**src/design/mipsPkg.sv**
```systemverilog
`default_nettype none

package mipsPkg;

	//////////////////////////////////////////////////
	// Memory sizes
	//////////////////////////////////////////////////
	localparam int imemDepth = 64; // Words, PC bits 7..2
	localparam int dmemDepth = 32; // Words, address bits 6..2

	// Opcodes
	localparam logic [5:0] opRType = 6'h00;
	localparam logic [5:0] opAddi  = 6'h08;
	localparam logic [5:0] opLw    = 6'h23;
	localparam logic [5:0] opSw    = 6'h2b;
	localparam logic [5:0] opBeq   = 6'h04;

	// Funct field of R-type
	localparam logic [5:0] functAdd = 6'h20;
	localparam logic [5:0] functSub = 6'h22;
	localparam logic [5:0] functAnd = 6'h24;
	localparam logic [5:0] functOr  = 6'h25;
	localparam logic [5:0] functSlt = 6'h2a;

	// ALU operations, decode to execute
	localparam logic [2:0] aluAdd = 3'd0;
	localparam logic [2:0] aluSub = 3'd1;
	localparam logic [2:0] aluAnd = 3'd2;
	localparam logic [2:0] aluOr  = 3'd3;
	localparam logic [2:0] aluSlt = 3'd4;

	//////////////////////////////////////////////////
	// Instruction word, two views of the same bits
	//////////////////////////////////////////////////
	typedef union packed {
		struct packed {
			logic [5:0] opcode;
			logic [4:0] rs;
			logic [4:0] rt;
			logic [4:0] rd;
			logic [4:0] shamt;
			logic [5:0] funct;
		} rType;
		struct packed {
			logic [5:0]  opcode;
			logic [4:0]  rs;
			logic [4:0]  rt;
			logic [15:0] imm;
		} iType;
	} instrWord;

endpackage

`default_nettype wire

```
**src/design/memoryAccess.sv**
```systemverilog
`timescale 1ns/1ps
`default_nettype none

module memoryAccess (
	input  logic        clk,
	input  logic        reset,
	input  logic        regWriteEn,
	input  logic        memToReg,
	input  logic        memRead,
	input  logic        memWriteEn,
	input  logic        branch,
	input  logic [31:0] branchTarget,
	input  logic [31:0] aluResult,
	input  logic        aluZero,
	input  logic [31:0] storeData,
	input  logic [4:0]  destReg,
	output logic        pcSel,
	output logic [31:0] branchTargetOut,
	output logic        memRegWrite,
	output logic [4:0]  memDestReg,
	output logic [31:0] memResult,
	output logic        regWrite,     // Committed register write
	output logic [4:0]  regWriteAddr,
	output logic [31:0] regWriteData,
	output logic        memWrite,     // Committed store
	output logic [31:0] memAddr,
	output logic [31:0] memWriteData
);
	import mipsPkg::*;

	logic [31:0] dmem [dmemDepth];
	logic [31:0] loadData, wbAluResult;
	logic        wbMemToReg;

	// Branch decision and forwarding taps
	assign pcSel           = branch && aluZero; // BEQ taken
	assign branchTargetOut = branchTarget;
	assign memRegWrite     = regWriteEn;
	assign memDestReg      = destReg;
	assign memResult       = aluResult;

	// Store strobe straight from EX/MEM
	assign memWrite     = memWriteEn;
	assign memAddr      = aluResult;
	assign memWriteData = storeData;

	// Data memory
	always_ff @(posedge clk) begin
		if (reset) begin
			for (int i = 0; i < dmemDepth; i++) begin
				dmem[i] <= '0;
			end
		end else if (memWriteEn) begin
			dmem[aluResult[6:2]] <= storeData; // Upper bits ignored
		end
	end

	//////////////////////////////////////////////////
	// MEM/WB latch
	//////////////////////////////////////////////////
	always_ff @(posedge clk) begin
		if (reset) begin
			regWrite <= 1'b0;
		end else begin
			regWrite <= regWriteEn && destReg != 5'd0; // r0 never written
		end
	end

	always_ff @(posedge clk) begin
		regWriteAddr <= destReg;
		wbMemToReg   <= memToReg;
		wbAluResult  <= aluResult;
		if (memRead) begin
			loadData <= dmem[aluResult[6:2]];
		end
	end

	// Write-back select
	assign regWriteData = wbMemToReg ? loadData : wbAluResult;

endmodule

`default_nettype wire

```
**config.mk**
```make
export PLATFORM = sky130hd
export DESIGN_NAME = memoryAccess
export DESIGN_NICKNAME = d
export VERILOG_FILES = /design/src/design/mipsPkg.sv /design/src/design/memoryAccess.sv
export SDC_FILE = /design/constraint.sdc
export NUM_CORES = 1
export LEC_CHECK = 0
export BUFFER_PORTS_ARGS = -buffer_cell sky130_fd_sc_hd__clkbuf_2
export CAP_MARGIN = 20
export CORE_AREA = 8 8 310 312
export CTS_BUF_LIST = sky130_fd_sc_hd__clkbuf_4 sky130_fd_sc_hd__clkbuf_8
export CTS_CLUSTER_DIAMETER = 60
export DETAILED_ROUTE_END_ITERATION = 10
export DIE_AREA = 0 0 318 320
export GPL_ROUTABILITY_DRIVEN = 0
export PLACE_DENSITY_LB_ADDON = 0.15
export SETUP_SLACK_MARGIN = 0.3
export SLEW_MARGIN = 5
export SYNTH_ARGS = -nofsm -noshare
export SYNTH_HDL_FRONTEND = slang
export SYNTH_SLANG_ARGS = --single-unit
```
**constraint.sdc**
```tcl
create_clock -name clk -period 1.8 [get_ports clk]
set_input_delay 0 -clock clk [delete_from_list [all_inputs] [get_ports clk]]
set_output_delay 0 -clock clk [all_outputs]
set_load 0.05 [all_outputs]
```
Word level (Yosys, flattened, before mapping)
Memories as Yosys holds them, arrays and structs flattened. A register that Yosys moved wholly into a read port is not among the register bits.
Index checks and enable logic that the tools add are counted.
{ "op_classes": {"reduce_logical": 4, "n_mux": 9} }
{ "ops": {"columns": ["op", "count"], "rows": [
  ["2-to-1 mux 32 bit", 2],
  ["OR reduction 32 bit", 1],
  ["2-to-1 mux 1 bit", 6],
  ["2-to-1 mux 5 bit", 1],
  ["nonzero test 5 bit", 1],
  ["logical AND 1 bit", 2]
]} }
{ "totals": {"output_inout_bits": 174, "wordCells": 18, "n_memories": 1, "ram_bits": 1024, "ff_bits": 39} }
{ "mem_list": {"columns": ["name", "depth", "word_bits", "rd", "rd_ports_with_merged_regs", "wr", "line", "text"], "rows": [
  ["dmem", 32, 32, 1, 1, 32, "memoryAccess.sv:31", "logic [31:0] dmem [dmemDepth];"]
]} }

Longest topological paths before layout
{ "depth": {"word_depth": 5, "ltp_mapped": 8, "mapped_depth_nobuf": 4} }

Least setup slack after synthesis
No wires, ideal clock.
{ "synth_path": {"kind": "input port to flip-flop", "from": "input port aluResult[4]", "to": "memory dmem[18][0], enable pin", "slack_ps": 137, "cell_stages": 4, "arrival_ps": 1289, "t_required_ps": 1425, "cell_sequence": "buf_4 -> or3b_4 -> nor2_1 -> or2_2"} }
{ "synth_lines": {"columns": ["element", "line", "text"], "rows": [
  ["start: declaration", "memoryAccess.sv:13", "input logic [31:0] aluResult,"],
  ["end: declaration", "memoryAccess.sv:31", null]
]} }

Worst setup path after layout
{ "layout_path": {"from": "register wbMemToReg", "to": "output port regWriteData[9]"} }
{ "layout_between": {"elab_chain_cells": 1} }
{ "layout_rtl": {"columns": ["element", "line", "text"], "rows": [
  ["start: declaration", "memoryAccess.sv:33", "logic wbMemToReg;"],
  ["start signal: assignment", "memoryAccess.sv:71", "wbMemToReg <= memToReg;"],
  ["2-to-1 mux 32 bit", "memoryAccess.sv:79", "assign regWriteData = wbMemToReg ? loadData : wbAluResult;"],
  ["end: declaration", "memoryAccess.sv:24", "output logic [31:0] regWriteData,"]
]} }
Every way passes these cells.

==> impl_metrics.ini <==
[placement]
dp_cells = 4875
port_buffers = 218
dp_hpwl_mm = 93.8

[yosys]
ys.warnings.count = 0
async_flop_share = 0
synthCells = 3573
yosys-mux-area-fraction = 0.110
synth_top_family_by_area = simple AND/OR/NAND/NOR gates
syn_area_um2 = 49700
synth_cell_type_count = 33
synth.avg_cell_area_um2 = 13.9
ys_ff_latch = 1095
synth_nets = 3682
synth_compound_area_frac = 0.0343
yosys_most_used_dff = edfxtp_1
synthXorXnorAreaFrac = 0
synth_enable_flop_cells = 1056
ys_seq_area_frac = 0.653
synthAdderAreaFrac = 0
yosys.area_share.simple = 0.153

[layout]
area_delta_synth_final_pct = 21.9
fillCellCount = 6456
utilization = 0.667
final_cells = 5326
drive_above_1_share = 0.272
nets = 4105

[drt]
finalWirelength_mm = 153
vias = 31700
drt_drc_violations_left = 0
detail-route-antenna-nets = 0
avgRoutedWirePerCell_um = 28.8
via_per_inst = 5.95
drt-initial-drc-count = 3599
dr.pass1.iters = 7

[worst_setup_path]
cp.required_ns = 1.80
end_kind = primary output
critPathMaxFanout = 8
path_buf_inv = 3
crit_type = reg -> out
cp_cell_sequence = buf_12 > buf_16 > mux2_4 > clkbuf_16
critPathLaunchType = register
crit_path_top_delay_cell = dfxtp_4
cp_top_family = buffers and inverters
worstPathArrival_ns = 2.08
max_stage_delay_ns = 0.38

[global_route]
antenna_found_initial = 14
grt_pass1_vias = 32500
grt_first_pass_wirelength_mm = 220
grt_max_degree = 39
grtUsageTotal = 0.295
grt_overflow = 0

[cts]
insertion_delay_ns = 0.84
clk_pin_slew_worst_paths_ns = 0.06
cts-root-buf = clkbuf_8
cts_buffers = 179
cts_tree = yes
cts_sinks = 1095
h-tree-depth = 4
cts_buffer_depth = 3

[die]
die_w_um = 318
row_count = 111
fp.dieH_um = 320
core_um2 = 91000
io_pins = 283
start_util = 0.547
dieArea_um2 = 102000

[timing]
layout_setup_ws_ns = -0.276
setup_tns_ns = -6.60
drv_slew = 0
fmax_ghz = 0.482
relSlewSlack = 0.192
whs_ns = 0.0000163
tightest_slew_ns = 1.21
final.min_clock_period_ns = 2.08
hold_violations = 0
finalSetupViolCount = 32
period_share = 1.15
skew_ns = 0.0332
rsz0062_at_grt = true

[pwr]
power_leakage_nw = 23.7
ir_drop_mv = 0.696
p_total_w = 0.0577
power_density_nw_per_um2 = 951

[job]
cap_violations = 0

[run_status]
violations = setup timing
outcome = finished with violations

[worst_hold_path]
min-delay-path-class = in -> out
[cells by family (layout without fill, tap and decap cells)]
logic type | count (synthesis) | count (layout)
buffers and inverters | 460 | 1025
flip-flops | 1095 | 1095
multiplexers | 544 | 544
AO/OA/AOI/OAI | 256 | 256
other | 0 | 2
AND/OR/NAND/NOR | 1218 | 1218
[through the flow]
step | setup slack [ns] | cell area, um2
final | -0.276 | 60600
after floorplan | 0.290 | 49800
after CTS | -0.349 | 60100
after global placement | -0.961 | 54100
after detailed placement | -0.916 | 54100
after global routing | -0.343 | 60600
[layer usage]
layer,GRT usage,part of all wire,up-vias
met2,0.489,0.48,1681
met5,0,0.00018,-
met1,0.371,0.38,16000
li1,-,-,13600
met3,0.0831,0.10,322
met4,0.108,0.036,4
[cell usage in the layout, fill, tap and decap left out, types with 32 or more instances in the layout]
cell type / count
and2_1: 1025
buf_4: 243
o22ai_2: 53
o22ai_1: 201
clkinv_1: 41
buf_12: 115
mux2i_1: 485
mux2_4: 32
clkbuf_8: 189
dlygate4sd3_1: 114
dfxtp_1: 38
clkbuf_4: 66
edfxtp_1: 1056
clkbuf_2: 177
[registers in the layout (all words and copies together) (netlist names)]
| register | count |
|---|---|
| loadData | 32 |
| regWriteAddr | 5 |
| dmem | 1024 |
| wbAluResult | 32 |
| regWrite | 1 |
| wbMemToReg | 1 |
[Yosys cell counts, drive strengths merged (30+ instances only)]
| library cell | number | area share |
|---|---|---|
| buf | 243 | 0.032 |
| nor2 | 30 | 0.0025 |
| dfxtp | 39 | 0.016 |
| clkbuf | 217 | 0.017 |
| or2 | 32 | 0.0040 |
| o22ai | 256 | 0.034 |
| mux2 | 32 | 0.0072 |
| and2 | 1025 | 0.13 |
| nand2 | 35 | 0.0026 |
| edfxtp | 1056 | 0.64 |
| mux2i | 512 | 0.10 |
| nor4 | 64 | 0.0081 |
[cell type report]
cell class	count	area, um2	share of cell area
Multi-Input combinational cell	2018	16000	0.265
Timing Repair Buffer	702	7130	0.118
Tap cell	1186	1480	0.0245
Sequential cell	1095	32500	0.536
Antenna cell	2	5.00	0.0000825
Clock inverter	73	423	0.00697
Clock buffer	250	3060	0.0504
[repair_timing]
item	CTS	global route
setup buffers	2	0
setup endpoints to repair	65	118
gates resized for setup	218	92
gates cloned	3	0
endpoints found under the hold margin	495	0
hold buffers	117	0
pin swaps	44	49
[power by group]
part	internal, W	switching [W]
combinational	0.00253	0.00390
clock	0.0114	0.0100
sequential	0.0293	0.000501
total	0.0433	0.0144
[final timing paths]
check / from / endpoint / slack, ns / cells past startpoint
setup / recovery: wbMemToReg$_DFF_P_ / regWriteData[9] / -0.28 / 4
hold / removal: branchTarget[1] / branchTargetOut[1] / 0.00002 / 0
setup reg to reg: dmem[23][27]$_SDFFCE_PN0P_ / loadData[27]$_DFFE_PP_ / 0.07 / 5
hold reg to reg: dmem[23][31]$_SDFFCE_PN0P_ / loadData[31]$_DFFE_PP_ / 0.76 / 4
Note: power is estimated with default switching activity, not from simulation.
