**src/design/mipsPkg.sv**
```systemverilog
`default_nettype none

package mipsPkg;

	//////////////////////////////////////////////////
	// Memory sizes
	//////////////////////////////////////////////////
	localparam int imemDepth = 64; // Words, PC bits 7..2
	localparam int dmemDepth = 32; // Words, address bits 6..2

	// Opcodes
	localparam logic [5:0] opRType = 6'h00;
	localparam logic [5:0] opAddi  = 6'h08;
	localparam logic [5:0] opLw    = 6'h23;
	localparam logic [5:0] opSw    = 6'h2b;
	localparam logic [5:0] opBeq   = 6'h04;

	// Funct field of R-type
	localparam logic [5:0] functAdd = 6'h20;
	localparam logic [5:0] functSub = 6'h22;
	localparam logic [5:0] functAnd = 6'h24;
	localparam logic [5:0] functOr  = 6'h25;
	localparam logic [5:0] functSlt = 6'h2a;

	// ALU operations, decode to execute
	localparam logic [2:0] aluAdd = 3'd0;
	localparam logic [2:0] aluSub = 3'd1;
	localparam logic [2:0] aluAnd = 3'd2;
	localparam logic [2:0] aluOr  = 3'd3;
	localparam logic [2:0] aluSlt = 3'd4;

	//////////////////////////////////////////////////
	// Instruction word, two views of the same bits
	//////////////////////////////////////////////////
	typedef union packed {
		struct packed {
			logic [5:0] opcode;
			logic [4:0] rs;
			logic [4:0] rt;
			logic [4:0] rd;
			logic [4:0] shamt;
			logic [5:0] funct;
		} rType;
		struct packed {
			logic [5:0]  opcode;
			logic [4:0]  rs;
			logic [4:0]  rt;
			logic [15:0] imm;
		} iType;
	} instrWord;

endpackage

`default_nettype wire

```
**src/design/instructionFetch.sv**
```systemverilog
`timescale 1ns/1ps
`default_nettype none

module instructionFetch (
	input  logic              clk,
	input  logic              reset,
	input  logic              stall,        // From load-use detection
	input  logic              pcSel,        // Taken branch in MEM
	input  logic [31:0]       branchTarget,
	input  logic              imemWrite,    // Loading strobe
	input  logic [5:0]        imemAddr,
	input  logic [31:0]       imemData,
	output logic [31:0]       pcPlus4,
	output mipsPkg::instrWord instruction
);
	import mipsPkg::*;

	logic [31:0] pc;
	logic [31:0] pcNext;
	logic [31:0] imem [imemDepth];

	assign pcNext = pc + 32'd4;

	// Program counter
	always_ff @(posedge clk) begin
		if (reset) begin
			pc <= '0;
		end else if (pcSel) begin
			pc <= branchTarget; // Redirect wins over stall
		end else if (!stall) begin
			pc <= pcNext;
		end
	end

	// Instruction memory, one word per loading cycle
	always_ff @(posedge clk) begin
		if (imemWrite) begin
			imem[imemAddr] <= imemData;
		end
	end

	//////////////////////////////////////////////////
	// IF/ID latch
	//////////////////////////////////////////////////
	always_ff @(posedge clk) begin
		if (reset || pcSel) begin
			pcPlus4     <= '0;
			instruction <= '0; // Zero word decodes as nop
		end else if (!stall) begin
			pcPlus4     <= pcNext;
			instruction <= imem[pc[7:2]]; // Word index
		end
	end

endmodule

`default_nettype wire

```
**config.mk**
```make
export PLATFORM = sky130hd
export DESIGN_NAME = instructionFetch
export DESIGN_NICKNAME = d
export VERILOG_FILES = /design/src/design/mipsPkg.sv /design/src/design/instructionFetch.sv
export SDC_FILE = /design/constraint.sdc
export NUM_CORES = 2
export LEC_CHECK = 0
export CORE_AREA = 8 8 497 499
export CTS_CLUSTER_SIZE = 30
export DETAILED_ROUTE_END_ITERATION = 16
export DIE_AREA = 0 0 505 507
export DONT_BUFFER_PORTS = 1
export PLACE_DENSITY_LB_ADDON = 0.2
export REMOVE_ABC_BUFFERS = 1
export SYNTH_ARGS = -nofsm -noshare
export SYNTH_HDL_FRONTEND = slang
export SYNTH_SLANG_ARGS = --single-unit
```
**constraint.sdc**
```tcl
create_clock -name clk -period 5.2 [get_ports clk]
set_input_delay 1.04 -clock clk [delete_from_list [all_inputs] [get_ports clk]]
set_output_delay 1.04 -clock clk [all_outputs]
set_load 0.01 [all_outputs]
```
### After elaboration in Yosys (flattened, before gate mapping)

Memories as Yosys holds them, arrays and structs flattened. A register that Yosys moved wholly into a read port is not among the register bits.
Cells that the tools add are included.

| word-level totals | value |
|---|---|
| output and inout port bits | 64 |
| register bits after elaboration | 64 |
| memories kept | 1 |
| bits of input ports | 75 |
| bits in writable memories | 2048 |
| logic and storage cells | 11 |

| cells by class | value |
|---|---|
| multiplexer cells | 4 |
| eq/ne operators | 1 |
| reduce and logical (&&, ||, !) cells | 2 |
| $add $sub $neg | 1 |

Memory list:

| memory | words | bits a word | rd ports | clocked after memory_dff | write ports | line | text |
|---|---|---|---|---|---|---|---|
| imem | 64 | 32 | 1 | 1 | 1 | instructionFetch.sv:20 | `logic [31:0] imem [imemDepth];` |

Operator list:

| cell | number |
|---|---|
| two-way mux 32 bit | 2 |
| adder 32 x 3 -> 32 bit (second input constant) | 1 |
| two-way mux 1 bit | 2 |
| != test 2 x 1 -> 1 bit (second input constant) | 1 |
| zero test 1 bit | 1 |
| logical OR 1 bit | 1 |

### Depth between registers and ports, before layout

| depth | value |
|---|---|
| depth after elaboration | 3 |
| depth in mapped cells | 11 |
| gate-level depth less buffers | 6 |

### Worst setup path before layout

No wires, ideal clock.

| timing path | value |
|---|---|
| kind | input-to-reg |
| start | in imemAddr[5] |
| end | mem imem[48][0] (enable) |
| required time | 4739 ps |
| slack | 822 ps |
| stages | 4 |
| data arrival time | 3917 ps |
| setup time | 461 ps |
| cell sequence | clkbuf_1 -> nand3_1 -> or3_1 -> nor3_1 |

RTL lines:

| element | line | text |
|---|---|---|
| start: declaration | instructionFetch.sv:11 | `input logic [5:0] imemAddr,` |
| end: declaration | instructionFetch.sv:20 |  |

No word-level cell before the write port.

==> results by group <==
STA
  • Clk_skew: 0.0631 ns
  • Period utilization: 0.671
  • Final Hold Violating Endpoints: 0
  • Final setup fails: 0
  • Min Hold Slack: 0.244 ns
  • Max frequency: 287 MHz
  • Slew HR: 0.107
  • Fin Setup TNS: 0 ns
  • Minimum clock period: 3.49 ns
  • Slew Viols, Final: 0
  • Measured slew at the worst slew-check pin: 1.34 ns
  • RSZ-0062 raised after global routing: false

Placed design
  • Input/output buffers: 0
  • Gpl congestion: 0.762
  • Hpwl dp: 138 mm

Worst setup path
  • Slowest stage cell on the critical path: nand3_1
  • Worst-path maximum fanout: 27
  • Worst path required time: 5.98 ns
  • Worst path cell trace: buf_4 > nand3_1 > o221ai_1 > a21oi_1 > a211o_1 > a41oi_1
  • Crit path max-delay family: compound AO/OA/AOI/OAI gates
  • CP endpoint kind: flip-flop
  • Reg2reg setup slack: 1.71 ns
  • CP startpoint kind: flip-flop
  • CP bufs+invs: 1
  • Critical path arrival: 4.27 ns
  • FF-to-FF End: instruction[15]
  • WS Path Type: flip-flop to flip-flop
  • Worst r2r src: pc[4]
  • Worst path max stage delay: 0.80 ns
  • R2R cell count: 6

Detailed routing
  • Final wirelength: 234 mm
  • Vias: 42000
  • DRC: 0
  • Post-DRT Antenna Nets: 0
  • 1st-iter DRT viols: 4226
  • First-pass DRT Iterations: 5
  • WL per Instance: 30.1 um
  • Vias per Instance: 5.40

Flow run
  • MaxCap Viol Count: 0

Synth
  • Yosys cell types: 68
  • Share of the synthesized area in the top cell type: 0.738
  • Xor/xnor cell area share of the yosys netlist: 0.00347
  • Number of synthesized flops with an enable pin: 2048
  • Compound-cell area share of the yosys netlist: 0.0470
  • #FFs+latches synth: 2144
  • Area share of fa/ha/maj cells after synthesis: 0.000150
  • Ys async rst share: 0
  • Sequential share of the synthesized area: 0.761
  • Multiplexer area fraction after synthesis: 0.144
  • Most common flop cell mapped by yosys: edfxtp_1
  • Simple-Gate Fraction of Synth Area: 0.0256
  • Area contributors post-synth: edfxtp_1 (74%), mux4_2 (7.6%), mux2i_1 (4.4%)
  • Largest family of logic cells by synthesized area: multiplexers
  • Area leader, netlist: edfxtp_1
  • Count leader, synth: edfxtp_1
  • Avg Cell Area, Syn: 19.4 um2
  • Yosys warnings: 0
  • Mapped Cells: 4287
  • Post-synth top cells: edfxtp_1 (2048), mux2i_1 (370), mux4_2 (280)
  • Mapped Area: 0.0833 mm2

Hold path
  • Hold Crit Endpoint: pc[25]
  • Worst Hold Depth: 1
  • Worst Hold Class: input pin to flip-flop
  • Min-delay src: reset

Global routing
  • Vias in the first global route: 42400
  • First-pass GRT wire length: 330 mm
  • Total gr overflow: 0
  • Initial antenna violation count: 13
  • GR Util met3: 0.0349
  • GR peak layer: met2
  • Largest net degree at the start of global routing: 94
  • GRT Total Usage: 0.178
  • Grt met2 use: 0.285
  • Global-route met1 utilization: 0.255

Floorplan
  • Core Area: 0.239 mm2
  • I/O pins: 139
  • Die area: 0.256 mm2
  • Row count: 180
  • Die Ht: 507 um
  • Initial core utilization: 0.348
  • Die X: 505 um

Clocking
  • Post-CTS Setup Bufs: 0
  • Sink count of the clock tree: 2144
  • Worst-case clock buffer depth: 3
  • CTS Buf Count: 222
  • # resized after CTS: 0
  • Clock Latency Late Sink: 0.87 ns
  • Clk slew on worst S/H paths: 0.06 ns
  • Clk Tree Root Cell: clkbuf_16
  • CTS tree: built
  • H-tree depth: 4
  • Hold_buf cts: 0

Final layout
  • # fillers: 21500
  • P&R area growth vs syn: 13.7%
  • Final #Nets: 4477
  • Layout cells sized above 1: 0.221

Power
  • Pwr per Cell Area: 384 mW/mm2
  • Max IR drop VDD: 0.348 mV
  • Leakage power: 28.7 nW
  • Pwr Total: 36.4 mW

Status
  • Status: finished clean
through the flow:
stage / util / worst slack, ns / instance area [um2] / std cells
detailed placement: 0.366 / 1.54 / 87600 / 7362
floorplan: - / -23.18 / 81800 / 4030
global route: 0.396 / 1.56 / 94700 / 7774
global placement: 0.366 / 1.52 / 87600 / 7362
finish: 0.396 / 1.71 / 94700 / 7776
CTS: 0.396 / 1.60 / 94700 / 7772
report_power, final:
| part | leakage [nW] | internal, mW | total (mW) | switching (mW) |
|---|---|---|---|---|
| logic | 6.09 | 0.694 | 1.73 | 1.04 |
| registers | 19.2 | 19.0 | 19.2 | 0.124 |
| clock network | 3.44 | 8.79 | 15.5 | 6.68 |
| total | 28.7 | 28.5 | 36.4 | 7.84 |
state kept, by name, indices dropped and copies added, names as in the netlist:
signal       flops
imem          2048
instruction     32
pc              32
pcPlus4         32
worst max-delay path by stage:
stage	slack [ns]	to	cells past startpoint	startpoint
floorplan	-23.18	instruction[30]	5	pc[2]
global placement	1.52	imem[14][3]	4	imemWrite
detailed placement	1.54	imem[63][18]	3	imemWrite
CTS	1.60	instruction[22]	5	pc[3]
global route	1.56	instruction[29]	7	pc[2]
finish	1.71	instruction[15]	6	pc[4]
logic make-up after synthesis:
logic type,Yosys count
xor gates and xnor gates,33
and+or+nand+nor,441
buffers and inverters,262
muxes,830
AOI/OAI and AO/OA,576
DFF,2144
adders and majority gates,1
routing by layer:
metal | up-vias | share of wire
met5 | - | 0
met4 | 0 | 0.016
met3 | 281 | 0.062
met2 | 1299 | 0.47
met1 | 22500 | 0.45
li1 | 17900 | -
cell type report:
cell class	instances	area, um2	share of cell area
Clock inverter	96	888	0.00938
Tap cell	3185	3990	0.0421
Sequential cell	2144	63400	0.670
Inverter	5	20.0	0.000211
Clock buffer	314	6160	0.0651
Antenna cell	4	10.0	0.000106
Timing Repair Buffer	147	1290	0.0136
Multi-Input combinational cell	1881	18900	0.200
worst register-to-register path: stages, from the launching register on:
cell	delay, ns
dfxtp_4	0.70
buf_4	0.43
nand3_1	0.81
o221ai_1	0.62
a21oi_1	0.15
a211o_1	0.47
a41oi_1	0.25
cells in the final DEF, fill, tap and decap left out, types with 14 or more instances in the layout:
| master | instances |
|---|---|
| a211o_1 | 14 |
| a211oi_1 | 37 |
| a21oi_1 | 131 |
| a221oi_1 | 21 |
| a22o_1 | 16 |
| a22oi_1 | 62 |
| a31oi_1 | 35 |
| a41oi_1 | 30 |
| buf_12 | 15 |
| buf_4 | 132 |
| clkbuf_1 | 68 |
| clkbuf_16 | 224 |
| clkbuf_8 | 22 |
| clkinv_1 | 39 |
| clkinv_2 | 29 |
| dfxtp_1 | 90 |
| edfxtp_1 | 2048 |
| mux2_2 | 180 |
| mux2i_1 | 370 |
| mux4_2 | 280 |
| nand2_1 | 128 |
| nand3_1 | 22 |
| nor2_1 | 58 |
| nor2_4 | 64 |
| nor2b_1 | 26 |
| nor3_1 | 39 |
| o21ai_0 | 55 |
| o221ai_1 | 21 |
| o22ai_1 | 89 |
| or3_1 | 14 |
| xnor2_1 | 22 |
No activity file was read; power rests on OpenSTA's default activity.
