===== config.mk =====
export PLATFORM = sky130hd
export DESIGN_NAME = instructionDecode
export DESIGN_NICKNAME = d
export VERILOG_FILES = /design/src/design/mipsPkg.sv /design/src/design/instructionDecode.sv
export SDC_FILE = /design/constraint.sdc
export NUM_CORES = 2
export LEC_CHECK = 0
export CELL_PAD_IN_SITES_DETAIL_PLACEMENT = 1
export CELL_PAD_IN_SITES_GLOBAL_PLACEMENT = 1
export CORE_MARGIN = 10
export CORE_UTILIZATION = 45
export DETAILED_ROUTE_END_ITERATION = 8
export DONT_BUFFER_PORTS = 1
export GPL_TIMING_DRIVEN = 0
export PLACE_DENSITY = 0.68
export SYNTH_ARGS = -nofsm -noshare
export SYNTH_HDL_FRONTEND = slang
export SYNTH_SLANG_ARGS = --single-unit

===== constraint.sdc =====
create_clock -name clk -period 4 [get_ports clk]
set_input_delay 0.8 -clock clk [delete_from_list [all_inputs] [get_ports clk]]
set_output_delay 0.8 -clock clk [all_outputs]
set_load 0.03 [all_outputs]

===== src/design/mipsPkg.sv =====
`default_nettype none

package mipsPkg;

	//////////////////////////////////////////////////
	// Memory sizes
	//////////////////////////////////////////////////
	localparam int imemDepth = 64; // Words, PC bits 7..2
	localparam int dmemDepth = 32; // Words, address bits 6..2

	// Opcodes
	localparam logic [5:0] opRType = 6'h00;
	localparam logic [5:0] opAddi  = 6'h08;
	localparam logic [5:0] opLw    = 6'h23;
	localparam logic [5:0] opSw    = 6'h2b;
	localparam logic [5:0] opBeq   = 6'h04;

	// Funct field of R-type
	localparam logic [5:0] functAdd = 6'h20;
	localparam logic [5:0] functSub = 6'h22;
	localparam logic [5:0] functAnd = 6'h24;
	localparam logic [5:0] functOr  = 6'h25;
	localparam logic [5:0] functSlt = 6'h2a;

	// ALU operations, decode to execute
	localparam logic [2:0] aluAdd = 3'd0;
	localparam logic [2:0] aluSub = 3'd1;
	localparam logic [2:0] aluAnd = 3'd2;
	localparam logic [2:0] aluOr  = 3'd3;
	localparam logic [2:0] aluSlt = 3'd4;

	//////////////////////////////////////////////////
	// Instruction word, two views of the same bits
	//////////////////////////////////////////////////
	typedef union packed {
		struct packed {
			logic [5:0] opcode;
			logic [4:0] rs;
			logic [4:0] rt;
			logic [4:0] rd;
			logic [4:0] shamt;
			logic [5:0] funct;
		} rType;
		struct packed {
			logic [5:0]  opcode;
			logic [4:0]  rs;
			logic [4:0]  rt;
			logic [15:0] imm;
		} iType;
	} instrWord;

endpackage

`default_nettype wire


===== src/design/instructionDecode.sv =====
`timescale 1ns/1ps
`default_nettype none

module instructionDecode (
	input  logic              clk,
	input  logic              reset,
	input  logic              flush,       // Taken branch
	input  logic [31:0]       pcPlus4,
	input  mipsPkg::instrWord instruction,
	input  logic              wbWrite,     // Write port from MEM/WB
	input  logic [4:0]        wbAddr,
	input  logic [31:0]       wbData,
	output logic              stall,
	output logic              regWriteEn,
	output logic              memToReg,
	output logic              memRead,
	output logic              memWriteEn,
	output logic              branch,
	output logic              aluSrc,
	output logic [2:0]        aluOp,
	output logic [31:0]       pcPlus4Out,
	output logic [31:0]       regA,
	output logic [31:0]       regB,
	output logic [31:0]       immediate,
	output logic [4:0]        rs,
	output logic [4:0]        rt,
	output logic [4:0]        destReg
);
	import mipsPkg::*;

	logic [31:0] regs [32];
	logic        cRegWrite, cMemToReg, cMemRead, cMemWrite, cBranch, cAluSrc, cUseRd;
	logic [2:0]  cAluOp;
	logic [4:0]  srcA, srcB;
	logic [31:0] readA, readB;

	assign srcA = instruction.iType.rs;
	assign srcB = instruction.iType.rt;

	//////////////////////////////////////////////////
	// Main control
	//////////////////////////////////////////////////
	always_comb begin
		cRegWrite = 1'b0;
		cMemToReg = 1'b0;
		cMemRead  = 1'b0;
		cMemWrite = 1'b0;
		cBranch   = 1'b0;
		cAluSrc   = 1'b0;
		cUseRd    = 1'b0;
		cAluOp    = aluAdd;
		case (instruction.rType.opcode)
			opRType: begin
				cRegWrite = 1'b1;
				cUseRd    = 1'b1; // Destination is rd
				case (instruction.rType.funct)
					functAdd: cAluOp = aluAdd;
					functSub: cAluOp = aluSub;
					functAnd: cAluOp = aluAnd;
					functOr:  cAluOp = aluOr;
					functSlt: cAluOp = aluSlt;
					default:  cRegWrite = 1'b0; // Zero word lands here
				endcase
			end
			opAddi: begin
				cRegWrite = 1'b1;
				cAluSrc   = 1'b1;
			end
			opLw: begin
				cRegWrite = 1'b1;
				cMemToReg = 1'b1;
				cMemRead  = 1'b1;
				cAluSrc   = 1'b1; // Base plus offset
			end
			opSw: begin
				cMemWrite = 1'b1;
				cAluSrc   = 1'b1;
			end
			opBeq: begin
				cBranch = 1'b1;
				cAluOp  = aluSub; // Zero flag means equal
			end
			default: ; // Unknown opcode, nop
		endcase
	end

	// Register file
	always_ff @(posedge clk) begin
		if (reset) begin
			for (int i = 0; i < 32; i++) begin
				regs[i] <= '0;
			end
		end else if (wbWrite && wbAddr != 5'd0) begin
			regs[wbAddr] <= wbData;
		end
	end

	// Read with same-cycle bypass, r0 hardwired
	function automatic logic [31:0] readReg(input logic [4:0] idx);
		if (idx == 5'd0) begin
			return '0;
		end
		if (wbWrite && wbAddr == idx) begin
			return wbData;
		end
		return regs[idx];
	endfunction

	always_comb begin
		readA = readReg(srcA);
		readB = readReg(srcB);
	end

	// Load in ID/EX feeding this instruction
	assign stall = memRead && (rt == srcA || rt == srcB);

	//////////////////////////////////////////////////
	// ID/EX latch
	//////////////////////////////////////////////////
	always_ff @(posedge clk) begin
		if (reset || flush || stall) begin
			regWriteEn <= 1'b0; // Bubble
			memToReg   <= 1'b0;
			memRead    <= 1'b0;
			memWriteEn <= 1'b0;
			branch     <= 1'b0;
			aluSrc     <= 1'b0;
			aluOp      <= aluAdd;
		end else begin
			regWriteEn <= cRegWrite;
			memToReg   <= cMemToReg;
			memRead    <= cMemRead;
			memWriteEn <= cMemWrite;
			branch     <= cBranch;
			aluSrc     <= cAluSrc;
			aluOp      <= cAluOp;
		end
	end

	// Payload side
	always_ff @(posedge clk) begin
		pcPlus4Out <= pcPlus4;
		regA       <= readA;
		regB       <= readB;
		immediate  <= {{16{instruction.iType.imm[15]}}, instruction.iType.imm}; // Sign extend
		rs         <= srcA;
		rt         <= srcB;
		destReg    <= cUseRd ? instruction.rType.rd : srcB;
	end

endmodule

`default_nettype wire


# == Yosys cells after proc, flatten, opt, wreduce, memory -nomap -nowiden ==
# Memory sizes are Yosys's and may differ from the RTL's.
# Index checks and enable logic that the tools add are counted.
# Widths: inputs -> output; s select.
# word_totals
regBits,135
ram_bits,1024
inputBits,105
output_inout_bits,153
word_cells,74
memories,1
# classes
eq_ne,13
mux,32
reduce_logical,15
# mem_list
memory,words,width,rd,rd_ports_with_merged_regs,write_ports,line_no,text
regs,32,32,2,0,32,instructionDecode.sv:31,logic [31:0] regs [32];
# op_table
operator,count
$mux 32,9
$eq 6x6->1 const B,7
$reduce_or 32->1,1
$eq 5x5->1,4
$mux 1,18
$pmux 3 s4,1
$logic_not 5->1,2
$mux 5,2
$eq 6x3->1 const B,1
$eq 6x4->1 const B,1
$logic_not 6->1,1
$pmux 3 s2,1
$reduce_bool 5->1,1
$reduce_or 5->1,1
$logic_and 1x1->1,4
$logic_or 1x1->1,3
$reduce_or 3->1,1
$pmux 1 s2,1
$reduce_or 2->1,1

# == Longest topological paths before layout ==
# logic_depth
ltp_word,7
ltp_mapped,10
mapped_depth_nobuf,5

# == Worst setup path after synthesis ==
# Ideal clock, no wire load.
# synth_path
path_type,input to output
startpoint,input port instruction[21] (netlist name)
endpoint,output port stall
arrival_ps,2004
required_time_ps,3200
path_slack_ps,1196
stages,7
n_path_buf,3
path_cell_list,buf_6 -> buf_6 -> buf_4 -> xnor2_1 -> nand3_1 -> o22ai_1 -> and2_1
# synth_between
elab_chain_cells,3
# synth_rtl
item,line_no,text
"start, declared",instructionDecode.sv:9,"input mipsPkg::instrWord instruction,"
$eq 5x5->1,instructionDecode.sv:115,assign stall = memRead && (rt == srcA || rt == srcB);
$logic_or 1x1->1,instructionDecode.sv:115,
$logic_and 1x1->1,instructionDecode.sv:115,
"end, declared",instructionDecode.sv:13,"output logic stall,"
# No other way between the ends.

# == Worst setup path after layout ==
# layout_path
startpoint,input port instruction[22] (netlist name)
endpoint,register regA[17]
# layout_between
elab_chain_cells,6
word_cells_on_any_way,10
classes_between,eq/ne: 1; mux: 6; reduce/logical: 2; memory: 1
# layout_rtl
item,line_no,text
branches (longest 5 deep; another with $mem_v2 32x32),n/a,
$mux 32 (*),instructionDecode.sv:103,if (wbWrite && wbAddr == idx) begin
"end signal, assigned",instructionDecode.sv:143,regA <= readA;
"end, declared",instructionDecode.sv:22,"output logic [31:0] regA,"
# Mark *: on every way between the ends. The select of a mux whose other input is x is not followed.
# A chain may end at the register's enable or synchronous reset.

==> summary.txt <==
Worst hold path
  – Hold crit path type: in -> reg

Synthesis
  – Cell Area, Synth: 58000 µm²
  – Synth Area per Inst: 14.5 µm²
  – Main flop type after synthesis: edfxtp_1
  – Synth Warn #: 0
  – EDFF count, synth: 1024
  – Cell variety after synth: 56
  – Post-synthesis cell count: 3993
  – Synth async-reset ratio: 0
  – Sequential cell area fraction in the yosys report: 0.577
  – Synth Register Bits: 1159

Detailed routing
  – Drt drc: 0
  – Router iterations before antenna repair: 6
  – WL per Instance: 40.7 µm
  – Routed Antenna Nets: 0
  – DRT iter0 DRCs: 5505
  – Vias per inst: 6.66
  – Final wirelength: 243000 µm
  – Vias: 39762

Final layout
  – End-of-flow core utilization: 0.508
  – FILL cells: 12365
  – Layout cell share with drive strength beyond 1: 0.182
  – Commonest cells after routing, fill and taps aside: edfxtp_1 (1024), and2_1 (996), mux4_2 (367)
  – Nets: 4294
  – Final std cells w/o fill: 5967
  – FF+latch area: 33500 µm²
  – Most common cell after layout, fill and taps aside: edfxtp_1
  – Area of the multi-input gates: 22700 µm²
  – Syn-to-layout area delta: 11.9%

STA
  – Clock Skew: 0.0278 ns
  – Final setup viols: 2
  – Max Transition Viols Final: 65
  – F_max: 242 MHz
  – Max transition margin: -0.0510
  – Final Hold Fails: 0
  – Fin crit period: 4.13 ns
  – Final Worst Setup Slack: -0.126 ns
  – Unrepaired setup endpoints after global routing: no
  – Measured slew at the worst slew-check pin: 1.58 ns
  – Final critical-path share of the clock period: 1.03

Floorplan
  – Placeable Area: 128000 µm²
  – Chip height: 379 µm
  – Initial core utilization: 0.454
  – Cell row count: 131
  – Die area: 144000 µm²
  – Num ports: 258
  – Chip width: 379 µm

Outcome
  – Status: complete, but fails checks
  – Violated checks: max-capacitance violations, max-slew violations, negative setup slack

Global routing
  – Total track usage: 0.331
  – Largest net degree at the start of global routing: 33
  – First-pass GRT wire length: 325000 µm
  – Vias in the first global route: 39758
  – GRT overflow: 0
  – Initial antenna violation count: 16

Critical path
  – CP endpoint kind: flip-flop
  – Crit path launch type: input pin
  – Worst Path Arrival: 4.79 ns
  – Critical Path RT: 4.66 ns
  – Worst Setup Path Type: in -> reg
  – Crit Path Max Fanout: 10

CTS
  – Root Buffer: clkbuf_16
  – Num CTS Buffers: 136
  – Clock tree buffer depth: 3
  – H-tree depth: 4
  – CTS tree: done
  – Clk sinks: 1159
  – Clock-pin slew of the registers on the worst-case setup and hold paths: 0.06 ns
  – Clock Latency Late Sink: 0.80 ns

Flow run
  – MaxCap Viol Count: 8

Placed design
  – Detailed placement HPWL: 175000 µm
  – IO Port Bufs: 0
  – Inst Count DP: 5692
  – Placer congestion estimate: 0.995

Pwr
  – Leak pwr: 22.7 nW
  – Peak supply drop: 0.350 mV
  – P per Cell Area: 471 nW/µm²
-- worst paths after layout --
kind | start | slack (ns) | cells after the start | endpoint
worst max-delay path | instruction[22] | -0.13 | 8 | regA[17]$_SDFF_PN0_
worst min-delay path | instruction[15] | 0.03 | 0 | immediate[15]$_DFF_P_
worst max register to register | regs[14][20]$_SDFFCE_PN0P_ | 0.97 | 5 | regB[20]$_SDFF_PN0_
worst min register to register | regs[21][2]$_SDFFCE_PN0P_ | 0.87 | 4 | regA[2]$_SDFF_PN0_
-- final cells by class --
type                            count  area share
Buffer                            431      0.0307
Clock inverter                     57     0.00752
Tap cell                         1662      0.0321
Inverter                            4    0.000231
Timing Repair Buffer               28     0.00444
Clock buffer                      191      0.0598
Multi-Input combinational cell   2429       0.349
Antenna cell                        6    0.000231
Sequential cell                  1159       0.516
-- per-layer routing --
layer  global-route usage  vias to the layer above  part of all wire
met2                0.501                     2594              0.45
met4                0.215                        4             0.073
li1                     -                    15651                 -
met3               0.0897                      573              0.11
met1                0.419                    20940              0.37
met5                    0                        -           0.00011
-- cells in the mapped netlist, types with 6 or more instances --
| library cell | count | area (µm²) |
|---|---|---|
| o22ai_1 | 51 | 319 |
| a2111oi_0 | 53 | 464 |
| o221ai_1 | 46 | 403 |
| mux4_2 | 367 | 8270 |
| o21ai_0 | 15 | 75.1 |
| a211oi_1 | 6 | 45.0 |
| buf_1 | 15 | 56.3 |
| or2_2 | 33 | 206 |
| dfxtp_1 | 135 | 2700 |
| nor2_1 | 55 | 206 |
| nand3_1 | 28 | 140 |
| buf_2 | 64 | 320 |
| nor2b_1 | 9 | 56.3 |
| a32o_1 | 24 | 240 |
| a21oi_1 | 115 | 576 |
| mux2i_1 | 251 | 2510 |
| buf_6 | 11 | 124 |
| xnor2_1 | 13 | 114 |
| and2_1 | 996 | 6230 |
| a221o_1 | 7 | 70.1 |
| a22o_1 | 78 | 683 |
| edfxtp_1 | 1024 | 30700 |
| buf_4 | 40 | 300 |
| nand2b_1 | 6 | 37.5 |
| clkbuf_1 | 299 | 1120 |
| mux2_2 | 47 | 529 |
| a22oi_1 | 82 | 616 |
| nor3_1 | 16 | 80.1 |
| nand2_1 | 56 | 210 |
-- metrics by stage --
stage	power (W)	TNS [ns]	cell area (µm²)	hold slack (ns)	setup slack, ns
finish	0.0305	-0.165	64900	0.0288	-0.126
global route	0.0311	0	64900	0.0101	0.0810
CTS	0.0304	0	64800	0.0000392	0.105
detailed placement	0.0181	-37.03	60200	0.816	-1.26
global placement	0.0180	-54.20	60200	0.814	-1.68
floorplan	0.0166	0	58100	0.723	1.20
-- report_power, final --
group	total [W]	switching (W)	internal, W
Clock	0.0125	0.00528	0.00723
Combinational	0.00346	0.00225	0.00121
Sequential	0.0146	0.000667	0.0139
Total	0.0305	0.00820	0.0223
-- worst max-delay path, stage by stage --
cell,delay (ns)
buf_2,0.33
and2_1,0.19
buf_2,0.33
clkbuf_1,1.16
clkbuf_1,0.86
a22oi_1,0.34
nand2_1,0.30
a32o_1,0.43
-- kinds of logic after synthesis --
family	after synthesis	synth area share
other	1	0.0000647
xor gates and xnor gates	17	0.00257
buffers and inverters	436	0.0344
muxes	670	0.197
AOI/OAI and AO/OA	490	0.0620
DFF	1159	0.577
and+or+nand+nor	1220	0.126
-- repair_timing --
item	4_1_cts	5_1_grt
buffers inserted	3	0
hold buffers	18	0
setup endpoints to repair	11	0
hold endpoints to repair	18	0
resized for setup	5	0
-- state kept, by name, indices dropped and copies added (netlist names) --
| register | flops |
|---|---|
| pcPlus4Out | 32 |
| memRead | 1 |
| branch | 1 |
| regWriteEn | 1 |
| regB | 32 |
| rs | 5 |
| memWriteEn | 1 |
| aluSrc | 1 |
| regs | 1024 |
| destReg | 5 |
| rt | 5 |
| aluOp | 3 |
| immediate | 16 |
| regA | 32 |
No activity file was read; power rests on OpenSTA's default activity.
